**src/include/id_cfg.svh**
```systemverilog
// register count, data width and register index width for the decode stage
`ifndef ID_CFG_SVH
`define ID_CFG_SVH

// architectural register count
`define ID_N_REG 32

// data word width
`define ID_DATA_W 32

// register index width, log2 of the register count
`define ID_REG_ADDR_W 5

`endif

```
**src/source/id_pkg.sv**
```systemverilog
// id_pkg: width typedefs, ALU op and delay-slot enums, pipeline structs
`include "id_cfg.svh"

package id_pkg;

    typedef logic [`ID_DATA_W-1:0]     uint32_t;
    typedef logic [31:0]               virt_t;
    typedef logic [`ID_REG_ADDR_W-1:0] reg_addr_t;
    typedef logic [3:0]                byte_en_t;

    // operation handed to execute
    typedef enum logic [3:0] {
        NOP,
        ADD,
        SUB,
        AND,
        OR,
        XOR,
        SLT,
        LUI
    } alu_op_t;

    // delay-slot tracking
    typedef enum logic {
        IDLE,
        EXPECT_SLOT
    } ds_state_t;

    // write-back request from execute
    typedef struct packed {
        logic      we;
        reg_addr_t waddr;
        uint32_t   wrdata;
    } regs_wreq_t;

    typedef struct packed {
        reg_addr_t rs1;
        reg_addr_t rs2;
        reg_addr_t rd;
        // already sign or zero extended
        uint32_t   imm;
        alu_op_t   alu_op;
        logic      use_imm;
        logic      reg_we;
        logic      is_load;
        logic      is_store;
        logic      is_branch;
        logic      is_jump;
        byte_en_t  be;
    } decoder_resp_t;

    typedef struct packed {
        virt_t    vaddr;
        uint32_t  wrdata;
        byte_en_t be;
        logic     read;
        logic     write;
    } dcache_req_t;

    // IF/ID register
    typedef struct packed {
        logic    valid;
        virt_t   vaddr;
        uint32_t inst;
    } pipe_if_t;

    // feedback from execute, sampled in the same cycle
    typedef struct packed {
        regs_wreq_t regs_wreq;
    } pipe_ex_t;

    // ID/EX register
    typedef struct packed {
        logic          valid;
        virt_t         vaddr;
        uint32_t       regs_rddata0;
        uint32_t       regs_rddata1;
        decoder_resp_t decode_resp;
        logic          delayslot;
        dcache_req_t   dcache_req;
    } pipe_id_t;

endpackage

```
**src/source/decoder.sv**
```systemverilog
// decoder: opcode and funct decode into the decoder response struct
module decoder (
    input  id_pkg::uint32_t       inst_i,
    output id_pkg::decoder_resp_t decoder_resp_o
);

    // primary opcodes
    localparam logic [5:0] OP_SPECIAL = 6'b000000;
    localparam logic [5:0] OP_J       = 6'b000010;
    localparam logic [5:0] OP_JAL     = 6'b000011;
    localparam logic [5:0] OP_BEQ     = 6'b000100;
    localparam logic [5:0] OP_BNE     = 6'b000101;
    localparam logic [5:0] OP_ADDIU   = 6'b001001;
    localparam logic [5:0] OP_ORI     = 6'b001101;
    localparam logic [5:0] OP_LUI     = 6'b001111;
    localparam logic [5:0] OP_LW      = 6'b100011;
    localparam logic [5:0] OP_SW      = 6'b101011;

    // funct field of SPECIAL
    localparam logic [5:0] FN_ADDU = 6'b100001;
    localparam logic [5:0] FN_SUBU = 6'b100011;
    localparam logic [5:0] FN_AND  = 6'b100100;
    localparam logic [5:0] FN_OR   = 6'b100101;
    localparam logic [5:0] FN_XOR  = 6'b100110;
    localparam logic [5:0] FN_SLT  = 6'b101010;

    // link register for JAL
    localparam id_pkg::reg_addr_t REG_RA = 5'd31;

    logic [5:0]      opcode;
    logic [5:0]      funct;
    id_pkg::uint32_t imm_sext;
    id_pkg::uint32_t imm_zext;
    id_pkg::uint32_t imm_upper;
    id_pkg::uint32_t imm_jump;

    assign opcode    = inst_i[31:26];
    assign funct     = inst_i[5:0];
    assign imm_sext  = {{16{inst_i[15]}}, inst_i[15:0]};
    assign imm_zext  = {16'b0, inst_i[15:0]};
    assign imm_upper = {inst_i[15:0], 16'b0};
    // word index of the jump target
    assign imm_jump  = {6'b0, inst_i[25:0]};

    always_comb begin
        decoder_resp_o        = '0;
        decoder_resp_o.rs1    = inst_i[25:21];
        decoder_resp_o.rs2    = inst_i[20:16];
        decoder_resp_o.alu_op = id_pkg::NOP;
        case (opcode)
            OP_SPECIAL: begin
                case (funct)
                    FN_ADDU: decoder_resp_o.alu_op = id_pkg::ADD;
                    FN_SUBU: decoder_resp_o.alu_op = id_pkg::SUB;
                    FN_AND:  decoder_resp_o.alu_op = id_pkg::AND;
                    FN_OR:   decoder_resp_o.alu_op = id_pkg::OR;
                    FN_XOR:  decoder_resp_o.alu_op = id_pkg::XOR;
                    FN_SLT:  decoder_resp_o.alu_op = id_pkg::SLT;
                    default: decoder_resp_o.alu_op = id_pkg::NOP;
                endcase
                // unsupported funct stays a plain NOP
                if (decoder_resp_o.alu_op != id_pkg::NOP) begin
                    decoder_resp_o.rd     = inst_i[15:11];
                    decoder_resp_o.reg_we = 1'b1;
                end
            end
            OP_ADDIU, OP_ORI, OP_LUI, OP_LW: begin
                decoder_resp_o.rd      = inst_i[20:16];
                decoder_resp_o.reg_we  = 1'b1;
                decoder_resp_o.use_imm = 1'b1;
                decoder_resp_o.imm     = imm_sext;
                decoder_resp_o.alu_op  = id_pkg::ADD;
                if (opcode == OP_ORI) begin
                    decoder_resp_o.imm    = imm_zext;
                    decoder_resp_o.alu_op = id_pkg::OR;
                end
                if (opcode == OP_LUI) begin
                    decoder_resp_o.imm    = imm_upper;
                    decoder_resp_o.alu_op = id_pkg::LUI;
                end
                if (opcode == OP_LW) begin
                    decoder_resp_o.is_load = 1'b1;
                    decoder_resp_o.be      = 4'b1111;
                end
            end
            OP_SW: begin
                decoder_resp_o.use_imm  = 1'b1;
                decoder_resp_o.imm      = imm_sext;
                decoder_resp_o.alu_op   = id_pkg::ADD;
                decoder_resp_o.is_store = 1'b1;
                decoder_resp_o.be       = 4'b1111;
            end
            OP_BEQ, OP_BNE: begin
                // compare in execute by subtraction
                decoder_resp_o.imm       = imm_sext;
                decoder_resp_o.alu_op    = id_pkg::SUB;
                decoder_resp_o.is_branch = 1'b1;
            end
            OP_J, OP_JAL: begin
                decoder_resp_o.imm     = imm_jump;
                decoder_resp_o.is_jump = 1'b1;
                if (opcode == OP_JAL) begin
                    decoder_resp_o.rd     = REG_RA;
                    decoder_resp_o.reg_we = 1'b1;
                end
            end
            default: begin
                decoder_resp_o.alu_op = id_pkg::NOP;
            end
        endcase
    end

endmodule

```
**src/source/inst_decode.sv**
```systemverilog
// inst_decode: decode stage top with operand read, dcache request and ID/EX register
module inst_decode (
    input  logic             clk,
    input  logic             rst,
    input  logic             ready_i,
    output logic             ready_o,
    input  id_pkg::pipe_if_t pipe_if_i,
    input  logic             pipe_if_flush_i,
    input  id_pkg::pipe_ex_t pipe_ex_i,
    output id_pkg::pipe_id_t pipe_id_n_o,
    output id_pkg::pipe_id_t pipe_id_o
);

    id_pkg::decoder_resp_t decoder_resp;
    id_pkg::uint32_t       rf_rddata0;
    id_pkg::uint32_t       rf_rddata1;
    id_pkg::uint32_t       operand0;
    id_pkg::uint32_t       operand1;
    logic                  delayslot;
    id_pkg::dcache_req_t   dcache_req;

    // no buffering here, stall goes straight back to fetch
    assign ready_o = ready_i;

    decoder decoder_inst (
        .inst_i         (pipe_if_i.inst),
        .decoder_resp_o (decoder_resp)
    );

    regfile regfile_inst (
        .clk            (clk),
        .rst            (rst),
        .regs_wreq_i    (pipe_ex_i.regs_wreq),
        .regs_raddr0_i  (decoder_resp.rs1),
        .regs_raddr1_i  (decoder_resp.rs2),
        .regs_rddata0_o (rf_rddata0),
        .regs_rddata1_o (rf_rddata1)
    );

    regs_forward regs_forward_inst (
        .regs_raddr0_i  (decoder_resp.rs1),
        .regs_raddr1_i  (decoder_resp.rs2),
        .regs_rddata0_i (rf_rddata0),
        .regs_rddata1_i (rf_rddata1),
        .pipe_ex_i      (pipe_ex_i),
        .regs_rddata0_o (operand0),
        .regs_rddata1_o (operand1)
    );

    resolve_delayslot resolve_delayslot_inst (
        .clk            (clk),
        .rst            (rst),
        .flush_i        (pipe_if_flush_i),
        .accept_i       (ready_i),
        .valid_i        (pipe_if_i.valid),
        .is_ctrl_xfer_i (decoder_resp.is_branch | decoder_resp.is_jump),
        .delayslot_o    (delayslot)
    );

    // base plus sign-extended offset, word access only
    assign dcache_req.vaddr  = operand0 + {{16{pipe_if_i.inst[15]}}, pipe_if_i.inst[15:0]};
    assign dcache_req.wrdata = operand1;
    assign dcache_req.be     = decoder_resp.be;
    assign dcache_req.read   = decoder_resp.is_load;
    assign dcache_req.write  = decoder_resp.is_store;

    assign pipe_id_n_o.valid        = pipe_if_i.valid;
    assign pipe_id_n_o.vaddr        = pipe_if_i.vaddr;
    assign pipe_id_n_o.regs_rddata0 = operand0;
    assign pipe_id_n_o.regs_rddata1 = operand1;
    assign pipe_id_n_o.decode_resp  = decoder_resp;
    assign pipe_id_n_o.delayslot    = delayslot;
    assign pipe_id_n_o.dcache_req   = dcache_req;

    // flush wins over stall and drops the whole entry
    always_ff @(posedge clk) begin
        if (rst) begin
            pipe_id_o <= '0;
        end else if (pipe_if_flush_i) begin
            pipe_id_o <= '0;
        end else if (ready_i) begin
            pipe_id_o <= pipe_id_n_o;
        end
    end

endmodule

```
**src/source/regfile.sv**
```systemverilog
// regfile: 32-entry register file, one synchronous write port, two read ports
`include "id_cfg.svh"

module regfile (
    input  logic                  clk,
    input  logic                  rst,
    input  id_pkg::regs_wreq_t    regs_wreq_i,
    input  id_pkg::reg_addr_t     regs_raddr0_i,
    input  id_pkg::reg_addr_t     regs_raddr1_i,
    output id_pkg::uint32_t       regs_rddata0_o,
    output id_pkg::uint32_t       regs_rddata1_o
);

    id_pkg::uint32_t regs [`ID_N_REG];

    // register zero never takes a write, so it keeps its reset value
    always_ff @(posedge clk) begin
        if (rst) begin
            for (int i = 0; i < `ID_N_REG; i++) begin
                regs[i] <= '0;
            end
        end else if (regs_wreq_i.we && regs_wreq_i.waddr != '0) begin
            regs[regs_wreq_i.waddr] <= regs_wreq_i.wrdata;
        end
    end

    // new data shows up here one cycle after the write
    assign regs_rddata0_o = regs[regs_raddr0_i];
    assign regs_rddata1_o = regs[regs_raddr1_i];

endmodule

```
**src/source/regs_forward.sv**
```systemverilog
// regs_forward: bypass of execute write-back data onto both read operands
module regs_forward (
    input  id_pkg::reg_addr_t regs_raddr0_i,
    input  id_pkg::reg_addr_t regs_raddr1_i,
    input  id_pkg::uint32_t   regs_rddata0_i,
    input  id_pkg::uint32_t   regs_rddata1_i,
    input  id_pkg::pipe_ex_t  pipe_ex_i,
    output id_pkg::uint32_t   regs_rddata0_o,
    output id_pkg::uint32_t   regs_rddata1_o
);

    // pick write-back data when execute writes this register now
    function automatic id_pkg::uint32_t fwd_sel(
        input id_pkg::reg_addr_t  raddr,
        input id_pkg::uint32_t    rddata,
        input id_pkg::regs_wreq_t wreq
    );
        logic hit;
        hit = wreq.we && (wreq.waddr != '0) && (wreq.waddr == raddr);
        return hit ? wreq.wrdata : rddata;
    endfunction

    assign regs_rddata0_o = fwd_sel(regs_raddr0_i, regs_rddata0_i, pipe_ex_i.regs_wreq);
    assign regs_rddata1_o = fwd_sel(regs_raddr1_i, regs_rddata1_i, pipe_ex_i.regs_wreq);

endmodule

```
**src/source/resolve_delayslot.sv**
```systemverilog
// resolve_delayslot: FSM marking the instruction after a branch or jump
module resolve_delayslot (
    input  logic clk,
    input  logic rst,
    input  logic flush_i,
    input  logic accept_i,
    input  logic valid_i,
    input  logic is_ctrl_xfer_i,
    output logic delayslot_o
);

    id_pkg::ds_state_t state_q;

    // bubbles and stalled cycles keep the state
    always_ff @(posedge clk) begin
        if (rst) begin
            state_q <= id_pkg::IDLE;
        end else if (flush_i) begin
            state_q <= id_pkg::IDLE;
        end else if (accept_i && valid_i) begin
            if (is_ctrl_xfer_i) begin
                state_q <= id_pkg::EXPECT_SLOT;
            end else begin
                state_q <= id_pkg::IDLE;
            end
        end
    end

    // current instruction sits in a delay slot
    assign delayslot_o = (state_q == id_pkg::EXPECT_SLOT);

endmodule

```
**config.mk**
```make
export PLATFORM = sky130hd
export DESIGN_NAME = inst_decode
export DESIGN_NICKNAME = d
export VERILOG_FILES = /design/src/source/id_pkg.sv /design/src/source/decoder.sv /design/src/source/inst_decode.sv /design/src/source/regfile.sv /design/src/source/regs_forward.sv /design/src/source/resolve_delayslot.sv
export VERILOG_INCLUDE_DIRS = /design/src /design/src/include
export SDC_FILE = /design/constraint.sdc
export NUM_CORES = 2
export LEC_CHECK = 0
export BUFFER_PORTS_ARGS = -buffer_cell sky130_fd_sc_hd__buf_4
export CAP_MARGIN = 10
export CORE_AREA = 2 2 276 482
export CTS_CLUSTER_SIZE = 14
export DETAILED_ROUTE_END_ITERATION = 10
export DIE_AREA = 0 0 278 484
export GPL_TIMING_DRIVEN = 0
export PLACE_DENSITY = 0.72
export SLEW_MARGIN = 20
export SYNTH_ARGS = -nofsm -noshare
export SYNTH_HDL_FRONTEND = slang
export SYNTH_SLANG_ARGS = --single-unit
```
**constraint.sdc**
```tcl
create_clock -name clk -period 5.4 [get_ports clk]
set_input_delay 0.54 -clock clk [delete_from_list [all_inputs] [get_ports clk]]
set_output_delay 0.54 -clock clk [all_outputs]
set_load 0.01 [all_outputs]
```
==> reports/metrics.csv <==
metric;value;unit
commonest non-fill, non-tap cell in the layout;edfxtp_1;
GPL Wtd Cong;0.962;
initial DRC count;5203;
Worst Path Class, Setup;in2out;
WHS Path Cells;3;
worst hold start;pipe_if_i[62];
CP endpoint kind;output port;
final setup vio count;2;
die area;135000;um^2
Main synth FF type;edfxtp_1;
Setup crit start kind;primary input;
cell leakage power;28.1;nW
routed wire length;241000;um
H-tree depth;3;
failing checks;setup timing;
Slew @ Worst Pin;1370;ps
Critical Path RT;4860;ps
Setup WS post-layout;-25.5;ps
Syn-to-layout area delta;17.8;%
Mapped Area;64800;um^2
clk root buf;clkbuf_16;
IO Port Bufs;548;
core region area;131000;um^2
fin crit share;100;%
worst hold path type;in2reg;
antenna-violating nets left;0;
Reg2Reg Depth;16;
power density over the cells;304;nW/um^2
asr flop ratio synth;0;%
starting density of the core;49.5;%
Min Clock Period, post-route;5430;ps
die width;278;um
TritonCTS Buffers;106;
Final Hold Vio Count;0;
Hold WS;21.5;ps
RR Startpoint;regfile_inst.regs[23][1];
IO Count;566;
Slew Limit Fails;0;
worst skew pair latency;770;ps
Highest Clock Rate;184;MHz
CTS sink count;1212;
commonest cells after routing, fill and taps aside;edfxtp_1, and2_1, buf_4, mux4_2, clkbuf_1;
vias per inst;6.42;
hold path endpoint;pipe_id_o[226];
post-synthesis sequential area ratio;53.2;%
Post-synth EDFFs;1024;
clock skew;29.9;ps
GRT Residual Overflow;0;
Synth cell types;70;
Layout fillers;10200;
Hold Buf Count CTS;0;
initial antenna violation count;22;
Max transition margin;8.38;%
DRT Pass-1 Iters;6;
DR WL/cell;34.6;um
synthesized area per cell;14.5;um^2
vias in the first global route;45800;
Critical Path AT;4890;ps
crit path max fanout;11;
Post-Place Setup Slack;-1440;ps
max-cap violations;0;
Synthesis Warnings;0;
Reg clk slew, reported paths;70;ps
# DRC;0;
layout cells sized above 1;33.3;%
Row Count;176;
Final Net Count;5328;
overall power;23.2;mW
FF+latch count, synth;1212;
CTS tree;built;
first-pass GRT wire length;329000;um
GRT Util Overall;35.4;%
outcome;finished with violations;
r2r setup slk;1160;ps
pin count of the biggest net entering global routing;33;
RSZ-0062 raised after global routing;true;
maximum vdd drop;275;uV
die height;484;um
clk buf depth;3;
Gate Count Post-Synth;4459;
reg2reg end;pipe_id_o[69];
DP Wirelength;177000;um
via count;44800;
[layout make-up]
cell class              instances  area (um^2)  share of cell area [%]
flip-flops and latches       1212        34500                    45.2
multi-input cells            2704        28300                    37.0
repair buffers                596         4630                    6.07
plain buffers                 552         3460                    4.53
clock buffers                 143         2960                    3.87
well taps                    1691         2120                    2.77
clock inverters                42          304                   0.398
inverters                      17         63.8                  0.0836
diodes                         13         32.5                  0.0426
[cell usage after synthesis (26+ instances only)]
master / instances / area share (%)
edfxtp_1: 1024 / 47
and2_1: 1013 / 9.8
mux4_2: 633 / 22
clkbuf_1: 304 / 1.8
mux2i_1: 231 / 3.6
nor2_1: 211 / 1.2
dfxtp_1: 188 / 5.8
buf_4: 157 / 1.8
nand2_1: 114 / 0.66
buf_2: 65 / 0.50
o21ai_1: 65 / 0.50
a21oi_1: 59 / 0.46
ha_1: 31 / 0.60
nand2b_1: 27 / 0.26
or2_2: 27 / 0.26
xnor2_1: 26 / 0.35
[through the flow]
step / util, % / setup TNS (ps) / instance area (um^2) / cells
after floorplan: - / 0 / 65000 / 4492
after global placement: 54.3 / -44200 / 71200 / 6731
after detailed placement: 54.4 / -36350 / 71300 / 6734
after CTS: 57.8 / -36.7 / 75700 / 6940
after global routing: 58.3 / -242 / 76300 / 6964
final: 58.3 / -36.8 / 76300 / 6970
[critical path: stages]
cell and delay [ps]:
buf_4 180, buf_12 180, buf_12 190, clkbuf_16 230, mux4_2 310, mux4_2 510
mux2i_1 160, nor2_1 90, a21oi_4 230, inv_2 80, ha_4 270, a211oi_2 70
o21ai_2 270, o2111ai_4 160, and3_4 230, o41a_1 350, o31a_1 390, xor2_2 220
inv_1 90, buf_6 130
[report_power, final]
part	internal (mW)	total, mW	switching (mW)
combinational	2.13	4.73	2.60
sequential	10.6	10.9	0.263
clock	4.00	7.58	3.58
total	16.8	23.2	6.44
[flip-flops by register name, summed over array words and instances, names as in the netlist]
register	flops
regfile_inst.regs	1024
resolve_delayslot_inst.delayslot_o	1
pipe_id_o	187
[layer usage]
metal	up-vias	global-route usage (%)	share of wire (%)
met2	3232	61.6	51
met1	22400	34.8	29
met3	1077	9.47	10
met4	14	30.2	10
met5	-	0	0.040
li1	18100	-	-
[cell families (layout without fill, tap and decap cells)]
family                   after synthesis  after routing  share of synthesized area, %
XOR/XNOR                              42             42                         0.567
buffers and inverters                576           1350                          4.46
flip-flops                          1212           1212                          53.2
multiplexers                         866            866                          25.6
AO/OA/AOI/OAI                        238            238                          2.33
other                                  1             47                       0.00578
adder cells (fa/ha/maj)               32             32                         0.629
AND/OR/NAND/NOR                     1492           1492                          13.2
[what timing repair did]
item | 4_1_cts | 5_1_grt
endpoints found under the setup margin | 32 | 9
gates cloned | 2 | 0
setup buffers | 26 | 17
pin swaps | 15 | 19
resized for setup | 209 | 89
[worst max path at each step]
stage	start	endpoint	slack, ps	cells past startpoint
finish	pipe_if_i[22]	pipe_id_n_o[69]	-30	20
global route	pipe_if_i[21]	pipe_id_n_o[62]	-100	20
CTS	regfile_inst.regs[31][4]	pipe_id_n_o[69]	-20	14
detailed placement	pipe_if_i[22]	pipe_id_n_o[69]	-1440	20
global placement	pipe_if_i[24]	pipe_id_n_o[69]	-1570	16
floorplan	pipe_if_i[22]	pipe_id_n_o[69]	370	19
Note: power is estimated with default switching activity, not from simulation.
